===== src/common/cnn_pkg.sv =====
`default_nettype none

package cnn_pkg;

	////////////////////////////////////////////////////////////////////////////
	// Widths
	////////////////////////////////////////////////////////////////////////////

	localparam int TAP_W     = 8;   // One kernel or feature tap
	localparam int KER_TAPS  = 9;   // 3x3 window
	localparam int BIAS_W    = 20;
	localparam int RES_W     = 24;
	localparam int SLOT_W    = 2;   // Four kernel slots
	localparam int SHIFT_W   = 5;
	localparam int INST_LEN  = 32;
	localparam int WIN_CNT_W = 16;  // Windows per conv instruction

	// Opcodes, anything else is skipped by the sequencer
	localparam logic [1:0] OP_LOAD = 2'b01;
	localparam logic [1:0] OP_CONV = 2'b10;

	////////////////////////////////////////////////////////////////////////////
	// Data types
	////////////////////////////////////////////////////////////////////////////

	typedef logic signed [TAP_W-1:0] tap_t;
	typedef tap_t [KER_TAPS-1:0] tap_vec_t;   // Kernel word or feature window

	typedef struct packed {
		logic [1:0]               opcode;
		logic [SLOT_W-1:0]        slot;
		logic signed [BIAS_W-1:0] bias;
		logic [7:0]               pad;
	} load_inst_t;

	typedef struct packed {
		logic [1:0]           opcode;
		logic [SLOT_W-1:0]    slot;
		logic [WIN_CNT_W-1:0] count;   // Zero means nothing to do
		logic [SHIFT_W-1:0]   shift;
		logic                 relu;
		logic [5:0]           pad;
	} conv_inst_t;

	// Opcode sits in the top two bits of both views
	typedef union packed {
		load_inst_t ld;
		conv_inst_t cv;
	} inst_t;

	typedef struct packed {
		tap_vec_t                 taps;
		logic signed [BIAS_W-1:0] bias;
	} ker_entry_t;

	typedef struct packed {
		logic               valid;
		logic [SHIFT_W-1:0] shift;
		logic               relu;
	} conv_ctl_t;

	typedef logic signed [RES_W-1:0] res_t;

endpackage

`default_nettype wire

===== src/hdl/cnn_top.sv =====
`timescale 1ns/1ps
`default_nettype none

module cnn_top import cnn_pkg::*; #(
	parameter int CREDITS   = 4,
	parameter int RES_DEPTH = 4
) (
	input  wire logic     clk,
	input  wire logic     rst_n,

	// Instruction FIFO
	input  wire inst_t    inst,
	input  wire logic     inst_empty,
	output logic          inst_req,

	// Kernel stream from the DDR side
	input  wire tap_vec_t ddr_fifo_data,
	input  wire logic     ddr_fifo_empty,
	output logic          ddr_fifo_req,

	// Feature windows
	input  wire tap_vec_t feat_data,
	input  wire logic     feat_empty,
	output logic          feat_req,

	// Credit-counted result output
	output logic          res_valid,
	output res_t          res_data,
	input  wire logic     res_credit
);

logic                     room;
logic                     ker_we;
logic [SLOT_W-1:0]        ker_wr_slot;
logic signed [BIAS_W-1:0] ker_wr_bias;
logic [SLOT_W-1:0]        ker_rd_slot;
ker_entry_t               ker_rd_entry;
conv_ctl_t                conv_ctl;
logic                     res_push;
res_t                     pe_res;

inst_sequencer seq (
	.clk            (clk),
	.rst_n          (rst_n),
	.inst           (inst),
	.inst_empty     (inst_empty),
	.inst_req       (inst_req),
	.ddr_fifo_empty (ddr_fifo_empty),
	.ddr_fifo_req   (ddr_fifo_req),
	.feat_empty     (feat_empty),
	.feat_req       (feat_req),
	.room           (room),
	.ker_we         (ker_we),
	.ker_wr_slot    (ker_wr_slot),
	.ker_wr_bias    (ker_wr_bias),
	.ker_rd_slot    (ker_rd_slot),
	.conv_ctl       (conv_ctl)
);

kernel_buffer kb (
	.clk      (clk),
	.rst_n    (rst_n),
	.we       (ker_we),
	.wr_slot  (ker_wr_slot),
	.wr_entry ({ddr_fifo_data, ker_wr_bias}),   // Kernel word joined with its bias
	.rd_slot  (ker_rd_slot),
	.rd_entry (ker_rd_entry)
);

conv_pe pe (
	.clk      (clk),
	.rst_n    (rst_n),
	.ctl      (conv_ctl),
	.window   (feat_data),
	.entry    (ker_rd_entry),
	.res_push (res_push),
	.res      (pe_res)
);

result_sender #(
	.CREDITS   (CREDITS),
	.RES_DEPTH (RES_DEPTH)
) rs (
	.clk        (clk),
	.rst_n      (rst_n),
	.reserve    (feat_req),   // Every requested window will push one result
	.room       (room),
	.push       (res_push),
	.push_data  (pe_res),
	.res_valid  (res_valid),
	.res_data   (res_data),
	.res_credit (res_credit)
);

endmodule

`default_nettype wire


===== src/hdl/result_sender.sv =====
`timescale 1ns/1ps
`default_nettype none

module result_sender import cnn_pkg::*; #(
	parameter int CREDITS   = 4,
	parameter int RES_DEPTH = 4
) (
	input  wire logic clk,
	input  wire logic rst_n,
	input  wire logic reserve,     // One slot per requested window
	output logic      room,
	input  wire logic push,
	input  wire res_t push_data,
	output logic      res_valid,
	output res_t      res_data,
	input  wire logic res_credit
);

localparam int PTR_W = (RES_DEPTH > 1) ? $clog2(RES_DEPTH) : 1;
localparam int CNT_W = $clog2(RES_DEPTH + 1);
localparam int CR_W  = $clog2(CREDITS + 1);

res_t             mem [RES_DEPTH];
logic [PTR_W-1:0] wr_ptr;
logic [PTR_W-1:0] rd_ptr;
logic [CNT_W-1:0] count;      // Results held in the queue
logic [CNT_W-1:0] reserved;   // Windows requested, result not yet pushed
logic [CR_W-1:0]  credits;
logic             pop;

function automatic logic [PTR_W-1:0] ptr_inc(input logic [PTR_W-1:0] p);
	return (p == PTR_W'(RES_DEPTH - 1)) ? '0 : p + 1'b1;
endfunction

assign pop       = (count != '0) && (credits != '0);
assign res_valid = pop;
assign res_data  = mem[rd_ptr];
assign room      = ({1'b0, count} + {1'b0, reserved}) < RES_DEPTH;

////////////////////////////////////////////////////////////////////////////
// Queue and counters
////////////////////////////////////////////////////////////////////////////

always_ff @(posedge clk) begin
	if (push)
		mem[wr_ptr] <= push_data;
end

always_ff @(posedge clk or negedge rst_n) begin
	if (!rst_n) begin
		wr_ptr   <= '0;
		rd_ptr   <= '0;
		count    <= '0;
		reserved <= '0;
		credits  <= CR_W'(CREDITS);
	end else begin
		if (push)
			wr_ptr <= ptr_inc(wr_ptr);
		if (pop)
			rd_ptr <= ptr_inc(rd_ptr);
		count    <= count + CNT_W'(push) - CNT_W'(pop);
		reserved <= reserved + CNT_W'(reserve) - CNT_W'(push);
		credits  <= credits + CR_W'(res_credit) - CR_W'(pop);   // One credit per result
	end
end

a_credit_max: assert property (@(posedge clk) disable iff (!rst_n)
	credits <= CREDITS);
a_valid_has_credit: assert property (@(posedge clk) disable iff (!rst_n)
	res_valid |-> credits != '0);
a_push_not_full: assert property (@(posedge clk) disable iff (!rst_n)
	push |-> count < RES_DEPTH);

endmodule

`default_nettype wire


===== src/conv_pe/conv_pe.sv =====
`timescale 1ns/1ps
`default_nettype none

module conv_pe import cnn_pkg::*; (
	input  wire logic       clk,
	input  wire logic       rst_n,
	input  wire conv_ctl_t  ctl,
	input  wire tap_vec_t   window,
	input  wire ker_entry_t entry,
	output logic            res_push,
	output res_t            res
);

localparam int PROD_W = 2 * TAP_W;

// Stage 1 registers
logic                     valid1;
logic signed [PROD_W-1:0] prod1 [KER_TAPS];
logic signed [BIAS_W-1:0] bias1;
logic [SHIFT_W-1:0]       shift1;
logic                     relu1;

// Stage 2 registers
logic                     valid2;
logic signed [RES_W-1:0]  sum2;
logic [SHIFT_W-1:0]       shift2;
logic                     relu2;

logic signed [RES_W-1:0]  sum_nxt;
logic signed [RES_W-1:0]  shifted;

////////////////////////////////////////////////////////////////////////////
// Valid pipeline
////////////////////////////////////////////////////////////////////////////

always_ff @(posedge clk or negedge rst_n) begin
	if (!rst_n) begin
		valid1   <= 1'b0;
		valid2   <= 1'b0;
		res_push <= 1'b0;
	end else begin
		valid1   <= ctl.valid;
		valid2   <= valid1;
		res_push <= valid2;
	end
end

// Stage 1 captures nine products
always_ff @(posedge clk) begin
	if (ctl.valid) begin
		for (int i = 0; i < KER_TAPS; i++)
			prod1[i] <= $signed(window[i]) * $signed(entry.taps[i]);
		bias1  <= entry.bias;
		shift1 <= ctl.shift;
		relu1  <= ctl.relu;
	end
end

// Adder tree plus bias fits in RES_W without overflow
always_comb begin
	sum_nxt = bias1;
	for (int i = 0; i < KER_TAPS; i++)
		sum_nxt = sum_nxt + prod1[i];
end

// Stage 2
always_ff @(posedge clk) begin
	if (valid1) begin
		sum2   <= sum_nxt;
		shift2 <= shift1;
		relu2  <= relu1;
	end
end

assign shifted = sum2 >>> shift2;   // Arithmetic shift keeps the sign

// Stage 3 clamps negatives when relu is set
always_ff @(posedge clk) begin
	if (valid2)
		res <= (relu2 && shifted[RES_W-1]) ? '0 : shifted;
end

endmodule

`default_nettype wire


===== src/hdl/inst_sequencer.sv =====
`timescale 1ns/1ps
`default_nettype none

module inst_sequencer import cnn_pkg::*; (
	input  wire logic                clk,
	input  wire logic                rst_n,
	input  wire inst_t               inst,
	input  wire logic                inst_empty,
	output logic                     inst_req,
	input  wire logic                ddr_fifo_empty,
	output logic                     ddr_fifo_req,
	input  wire logic                feat_empty,
	output logic                     feat_req,
	input  wire logic                room,
	output logic                     ker_we,
	output logic [SLOT_W-1:0]        ker_wr_slot,
	output logic signed [BIAS_W-1:0] ker_wr_bias,
	output logic [SLOT_W-1:0]        ker_rd_slot,
	output conv_ctl_t                conv_ctl
);

typedef enum logic [2:0] {
	S_IDLE,
	S_FETCH,    // Instruction word on inst this cycle
	S_DECODE,
	S_LOAD,     // Kernel word on ddr_fifo_data this cycle
	S_CONV
} state_t;

state_t               state;
state_t               state_nxt;
inst_t                inst_r;
logic [WIN_CNT_W-1:0] win_left;
logic [1:0]           op;

assign op = inst_r.ld.opcode;

// Load view drives the write side, conv view the read side
assign ker_we      = (state == S_LOAD);
assign ker_wr_slot = inst_r.ld.slot;
assign ker_wr_bias = inst_r.ld.bias;
assign ker_rd_slot = inst_r.cv.slot;

////////////////////////////////////////////////////////////////////////////
// Next state and FIFO requests
////////////////////////////////////////////////////////////////////////////

always_comb begin
	state_nxt    = state;
	inst_req     = 1'b0;
	ddr_fifo_req = 1'b0;
	feat_req     = 1'b0;
	case (state)
		S_IDLE: begin
			if (!inst_empty) begin
				inst_req  = 1'b1;
				state_nxt = S_FETCH;
			end
		end
		S_FETCH: state_nxt = S_DECODE;
		S_DECODE: begin
			case (op)
				OP_LOAD: begin
					if (!ddr_fifo_empty) begin
						ddr_fifo_req = 1'b1;
						state_nxt    = S_LOAD;
					end
				end
				OP_CONV: state_nxt = (inst_r.cv.count == '0) ? S_IDLE : S_CONV;
				default: state_nxt = S_IDLE;   // Unknown opcode, skip
			endcase
		end
		S_LOAD: state_nxt = S_IDLE;
		S_CONV: begin
			// One window per cycle while the output side has room
			if (!feat_empty && room) begin
				feat_req = 1'b1;
				if (win_left == WIN_CNT_W'(1))
					state_nxt = S_IDLE;
			end
		end
		default: state_nxt = S_IDLE;
	endcase
end

always_ff @(posedge clk or negedge rst_n) begin
	if (!rst_n) begin
		state    <= S_IDLE;
		inst_r   <= '0;
		win_left <= '0;
		conv_ctl <= '0;
	end else begin
		state <= state_nxt;
		if (state == S_FETCH)
			inst_r <= inst;
		if (state == S_DECODE)
			win_left <= inst_r.cv.count;
		else if (feat_req)
			win_left <= win_left - 1'b1;
		conv_ctl.valid <= feat_req;   // Window arrives one cycle after the request
		conv_ctl.shift <= inst_r.cv.shift;
		conv_ctl.relu  <= inst_r.cv.relu;
	end
end

a_feat_req_not_empty: assert property (@(posedge clk) disable iff (!rst_n)
	feat_req |-> !feat_empty);

endmodule

`default_nettype wire


===== src/hdl/kernel_buffer.sv =====
`timescale 1ns/1ps
`default_nettype none

module kernel_buffer import cnn_pkg::*; (
	input  wire logic              clk,
	input  wire logic              rst_n,

	// Write port from a load instruction
	input  wire logic              we,
	input  wire logic [SLOT_W-1:0] wr_slot,
	input  wire ker_entry_t        wr_entry,

	// Slot selected by the current conv
	input  wire logic [SLOT_W-1:0] rd_slot,
	output ker_entry_t             rd_entry
);

localparam int SLOTS = 2 ** SLOT_W;

ker_entry_t slots [SLOTS];

////////////////////////////////////////////////////////////////////////////
// Slot storage
////////////////////////////////////////////////////////////////////////////

always_ff @(posedge clk or negedge rst_n) begin
	if (!rst_n) begin
		for (int i = 0; i < SLOTS; i++)
			slots[i] <= '0;
	end else if (we) begin
		slots[wr_slot] <= wr_entry;   // Kernel and bias written together
	end
end

// Read is combinational, PE stage 1 captures it with the window
assign rd_entry = slots[rd_slot];

endmodule

`default_nettype wire


===== config.mk =====
export PLATFORM = sky130hd
export DESIGN_NAME = cnn_top
export DESIGN_NICKNAME = d
export VERILOG_FILES = /design/src/common/cnn_pkg.sv /design/src/hdl/cnn_top.sv /design/src/hdl/result_sender.sv /design/src/conv_pe/conv_pe.sv /design/src/hdl/inst_sequencer.sv /design/src/hdl/kernel_buffer.sv
export SDC_FILE = /design/constraint.sdc
export NUM_CORES = 2
export LEC_CHECK = 0
export BUFFER_PORTS_ARGS = -buffer_cell sky130_fd_sc_hd__buf_4
export CORE_MARGIN = 2
export CORE_UTILIZATION = 43
export CTS_BUF_LIST = sky130_fd_sc_hd__clkbuf_2 sky130_fd_sc_hd__clkbuf_4 sky130_fd_sc_hd__clkbuf_8
export CTS_CLUSTER_DIAMETER = 60
export DETAILED_ROUTE_END_ITERATION = 16
export PLACE_DENSITY = 0.69
export REMOVE_ABC_BUFFERS = 1
export SYNTH_ARGS = -nofsm -noshare
export SYNTH_HDL_FRONTEND = slang
export SYNTH_SLANG_ARGS = --single-unit

===== constraint.sdc =====
create_clock -name clk -period 6.9 [get_ports clk]
set_input_delay 0.69 -clock clk [delete_from_list [all_inputs] [get_ports clk]]
set_output_delay 0.69 -clock clk [all_outputs]
set_load 0.05 [all_outputs]

==> impl_metrics.py <==
metrics = {
    "clocking": {
        "cts.sink_count": 756,
        "post_cts.resized_instances": 0,
        "cts_made_buffers": 134,
        "post_cts_buffers": 0,
        "cts.path.max_buffers": 3,
        "h_tree_level_count": 4,
        "cts_tree": "built",
        "holdBufCountCts": 28,
        "cts.root.buffer_cell": "sky130_fd_sc_hd__clkbuf_8",
        "clkLatencyLatePin_ps": 860,
        "cts.reportedPaths.clkPinSlew_ps": 60,
    },
    "detailed_routing": {
        "detailed_route_wire_length_per_cell_um": 18.04,
        "vias_per_cell": 5.135,
        "drc_errors": 0,
        "vias": 35440,
        "routed_wl_um": 124500,
        "drtIter0Drc": 2040,
        "detail-route-antenna-nets": 0,
        "detail_route.first_pass.iterations": 5,
    },
    "synth": {
        "distinct_cell_type_count_after_synthesis": 72,
        "synthesis.area_mm2": 0.05797,
        "asyncSetResetFlopFracSynth_pct": 57.67,
        "postSynthCellCount": 4721,
        "synth_enable_flop_cells": 320,
        "yosysWarningCount": 0,
        "syn-mean-instance-area_um2": 12.28,
        "ys_ff_latch": 756,
        "yosys_most_used_dff": "sky130_fd_sc_hd__dfrtp_1",
        "synth_sequential_area_ratio_pct": 35.40,
    },
    "die": {
        "boundary_pin_count": 210,
        "starting_density_of_the_core_pct": 43.38,
        "design.core.area_mm2": 0.1336,
        "num_rows": 134,
        "fp.dieArea_mm2": 0.1378,
        "die-width_um": 371.2,
        "die_y_um": 371.2,
    },
    "cells_and_area": {
        "drive_above_1_share_pct": 20.03,
        "finish.instance_area_mm2": 0.06462,
        "finish.utilization_pct": 48.36,
        "finalNonFillerCells": 6901,
        "layout.nets": 6162,
        "area.growth.synth_to_final_pct": 11.47,
        "layout.cells.most_common_list": "sky130_fd_sc_hd__inv_1, sky130_fd_sc_hd__fa_1, sky130_fd_sc_hd__dfrtp_1",
        "mostFrequentLayoutCell": "sky130_fd_sc_hd__inv_1",
    },
    "place": {
        "post_dp_cell_area_mm2": 0.06154,
        "gp_routability_congestion": 0.8691,
        "detailed_place_hpwl_um": 94350,
        "io_buffers": 203,
        "placedCellCount": 6622,
        "worst_setup_slack_post_dpl_ps": 398.6,
    },
    "timing": {
        "layout_setup_ws_ps": 384.3,
        "layout_worst_path_cycle_share_pct": 94.43,
        "finalCriticalPeriod_ps": 6516,
        "report.final.hold_viol_count": 0,
        "timing.final.max_slew_violations": 0,
        "final-setup-viol-count": 0,
        "maxSlewHeadroom_pct": 14.10,
        "final.setup_skew_ps": 36.92,
        "unrepaired_setup_endpoints_after_global_routing": "no",
        "maxClockFrequency_mhz": 153.5,
        "worst_pin_slew_ps": 1286,
    },
    "critical_path": {
        "endpoint_kind": "flop",
        "timing.critical_path.from_type": "flop",
        "timing.critical_path.slowest_cell_delay_ps": 500,
        "timing.critical_path.buf_inv": 5,
        "rr_worst_depth": 24,
        "rr_startpoint": "pe.bias1[1]",
        "critical_path_arrival_ps": 7080,
        "cp.required_ps": 7460,
        "critical_path.reg2reg.endpoint": "pe.sum2[16]",
        "cpMostUsedCell": "sky130_fd_sc_hd__fa_1",
        "cp_top_family": "adder cells",
        "critPathMaxFanout": 4,
        "critical_path.cell_chain": "inv_1, fa_1, inv_1, ha_1, inv_1, fa_1, nor2b_1, o31a_1, o21ai_0, nand2b_1, a31oi_1, xnor2_1, fa_1, inv_1, fa_1, fa_1, inv_1, fa_1, ha_1, or4_1, o211a_1, o31a_1, nor4_1, a211oi_1",
        "crit_type": "reg2reg",
        "crit_path_top_delay_cell": "sky130_fd_sc_hd__or4_1",
        "reg2reg_slack_ps": 380,
    },
    "outcome": {
        "result_of_the_run": "finished clean",
    },
    "grt": {
        "grt_pass1_vias": 38130,
        "grt_usage_pct": 18.95,
        "grt_overflow": 0,
        "pin_count_of_the_biggest_net_entering_global_routing": 130,
        "grt_antenna_before_repair": 22,
        "grt_pass1_wl_um": 205600,
    },
    "hold_path": {
        "timing.hold.worst_path_depth": 2,
        "hp-class": "in2reg",
        "hp-start": "inst[22]",
        "hold-path-endpoint": "seq.inst_r[22]",
    },
    "run": {
        "max-cap-violations": 0,
    },
}
cell usage after synthesis (22+ instances only):
cell / count / area, um^2
sky130_fd_sc_hd__edfxtp_1: 320 / 9609
sky130_fd_sc_hd__nor2_1: 94 / 352.8
sky130_fd_sc_hd__nand2b_1: 78 / 488.0
sky130_fd_sc_hd__mux2_2: 405 / 4561
sky130_fd_sc_hd__clkbuf_1: 25 / 93.84
sky130_fd_sc_hd__and2_1: 359 / 2246
sky130_fd_sc_hd__nor3_1: 35 / 175.2
sky130_fd_sc_hd__xor2_1: 33 / 289.0
sky130_fd_sc_hd__buf_2: 51 / 255.2
sky130_fd_sc_hd__inv_1: 816 / 3063
sky130_fd_sc_hd__dfrtp_1: 435 / 10890
sky130_fd_sc_hd__nand2_1: 260 / 975.9
sky130_fd_sc_hd__a21o_1: 26 / 195.2
sky130_fd_sc_hd__ha_1: 322 / 4029
sky130_fd_sc_hd__o21ai_0: 104 / 520.5
sky130_fd_sc_hd__nand3_1: 24 / 120.1
sky130_fd_sc_hd__a21oi_1: 97 / 485.5
sky130_fd_sc_hd__xnor2_1: 147 / 1287
sky130_fd_sc_hd__mux4_2: 129 / 2905
sky130_fd_sc_hd__nor2b_1: 24 / 150.1
sky130_fd_sc_hd__fa_1: 640 / 12810
sky130_fd_sc_hd__a31oi_1: 22 / 137.6
layer usage:
layer | global-route usage, % | share of wire (%) | wire, um
met1 | 25.04 | 44 | 54510
met2 | 30.35 | 48 | 59330
met3 | 4.096 | 5.2 | 6515
met4 | 7.801 | 3.3 | 4051
met5 | 0 | 0.094 | 117
per-stage QoR:
step / setup TNS [ps] / hold WS, ps
3_5_place_dp: 0 / 360.0
5_1_grt: 0 / 43.89
3_3_place_gp: 0 / 354.5
4_1_cts: 0 / 0.1066
2_1_floorplan: -954970 / 350.1
6_report: 0 / 86.23
state kept, by name, indices dropped and copies added (netlist names), 2 cells and up:
signal / flops
kb.slots: 368
pe.bias1: 20
pe.prod1: 144
pe.res: 24
pe.shift1: 5
pe.shift2: 5
pe.sum2: 24
rs.count: 3
rs.credits: 3
rs.mem: 96
rs.rd_ptr: 2
rs.reserved: 3
rs.wr_ptr: 2
seq.conv_ctl: 7
seq.inst_r: 26
seq.state: 3
seq.win_left: 16
cell families (layout without fill, tap and decap cells):
group / count (synthesis) / count (layout) / synth area share (%)
multiplexers: 554 / 554 / 13.53
XOR/XNOR: 180 / 180 / 2.720
flip-flops: 756 / 756 / 35.40
buffers and inverters: 917 / 1318 / 6.173
AND/OR/NAND/NOR: 968 / 968 / 8.901
AO/OA/AOI/OAI: 384 / 384 / 4.222
adder cells (fa/ha/maj): 962 / 962 / 29.05
other: 0 / 11 / 0
worst max path at each step:
stage / start / to / slack (ps) / depth (start not counted)
floorplan: seq.inst_r[28] / kb.slots[184] / -4040 / 2
global placement: pe.prod1[0][1] / pe.sum2[23] / 390 / 26
detailed placement: pe.prod1[0][1] / pe.sum2[23] / 400 / 26
CTS: pe.bias1[1] / pe.sum2[23] / 380 / 26
global route: pe.bias1[1] / pe.sum2[22] / 10 / 25
finish: pe.bias1[1] / pe.sum2[16] / 380 / 24
cell type report:
class                   instances  area [um^2]
diodes                         11        27.53
clock buffers                 191         2354
clock inverters                49        420.4
fillers                     11780        69010
inverters                     817         3067
multi-input cells            3048        33890
flip-flops and latches        756        20530
well taps                    1768         2212
repair buffers                261         2112
Power is not shown: default switching activity piles up to over one toggle a cycle in this logic, so the estimate is an artifact.
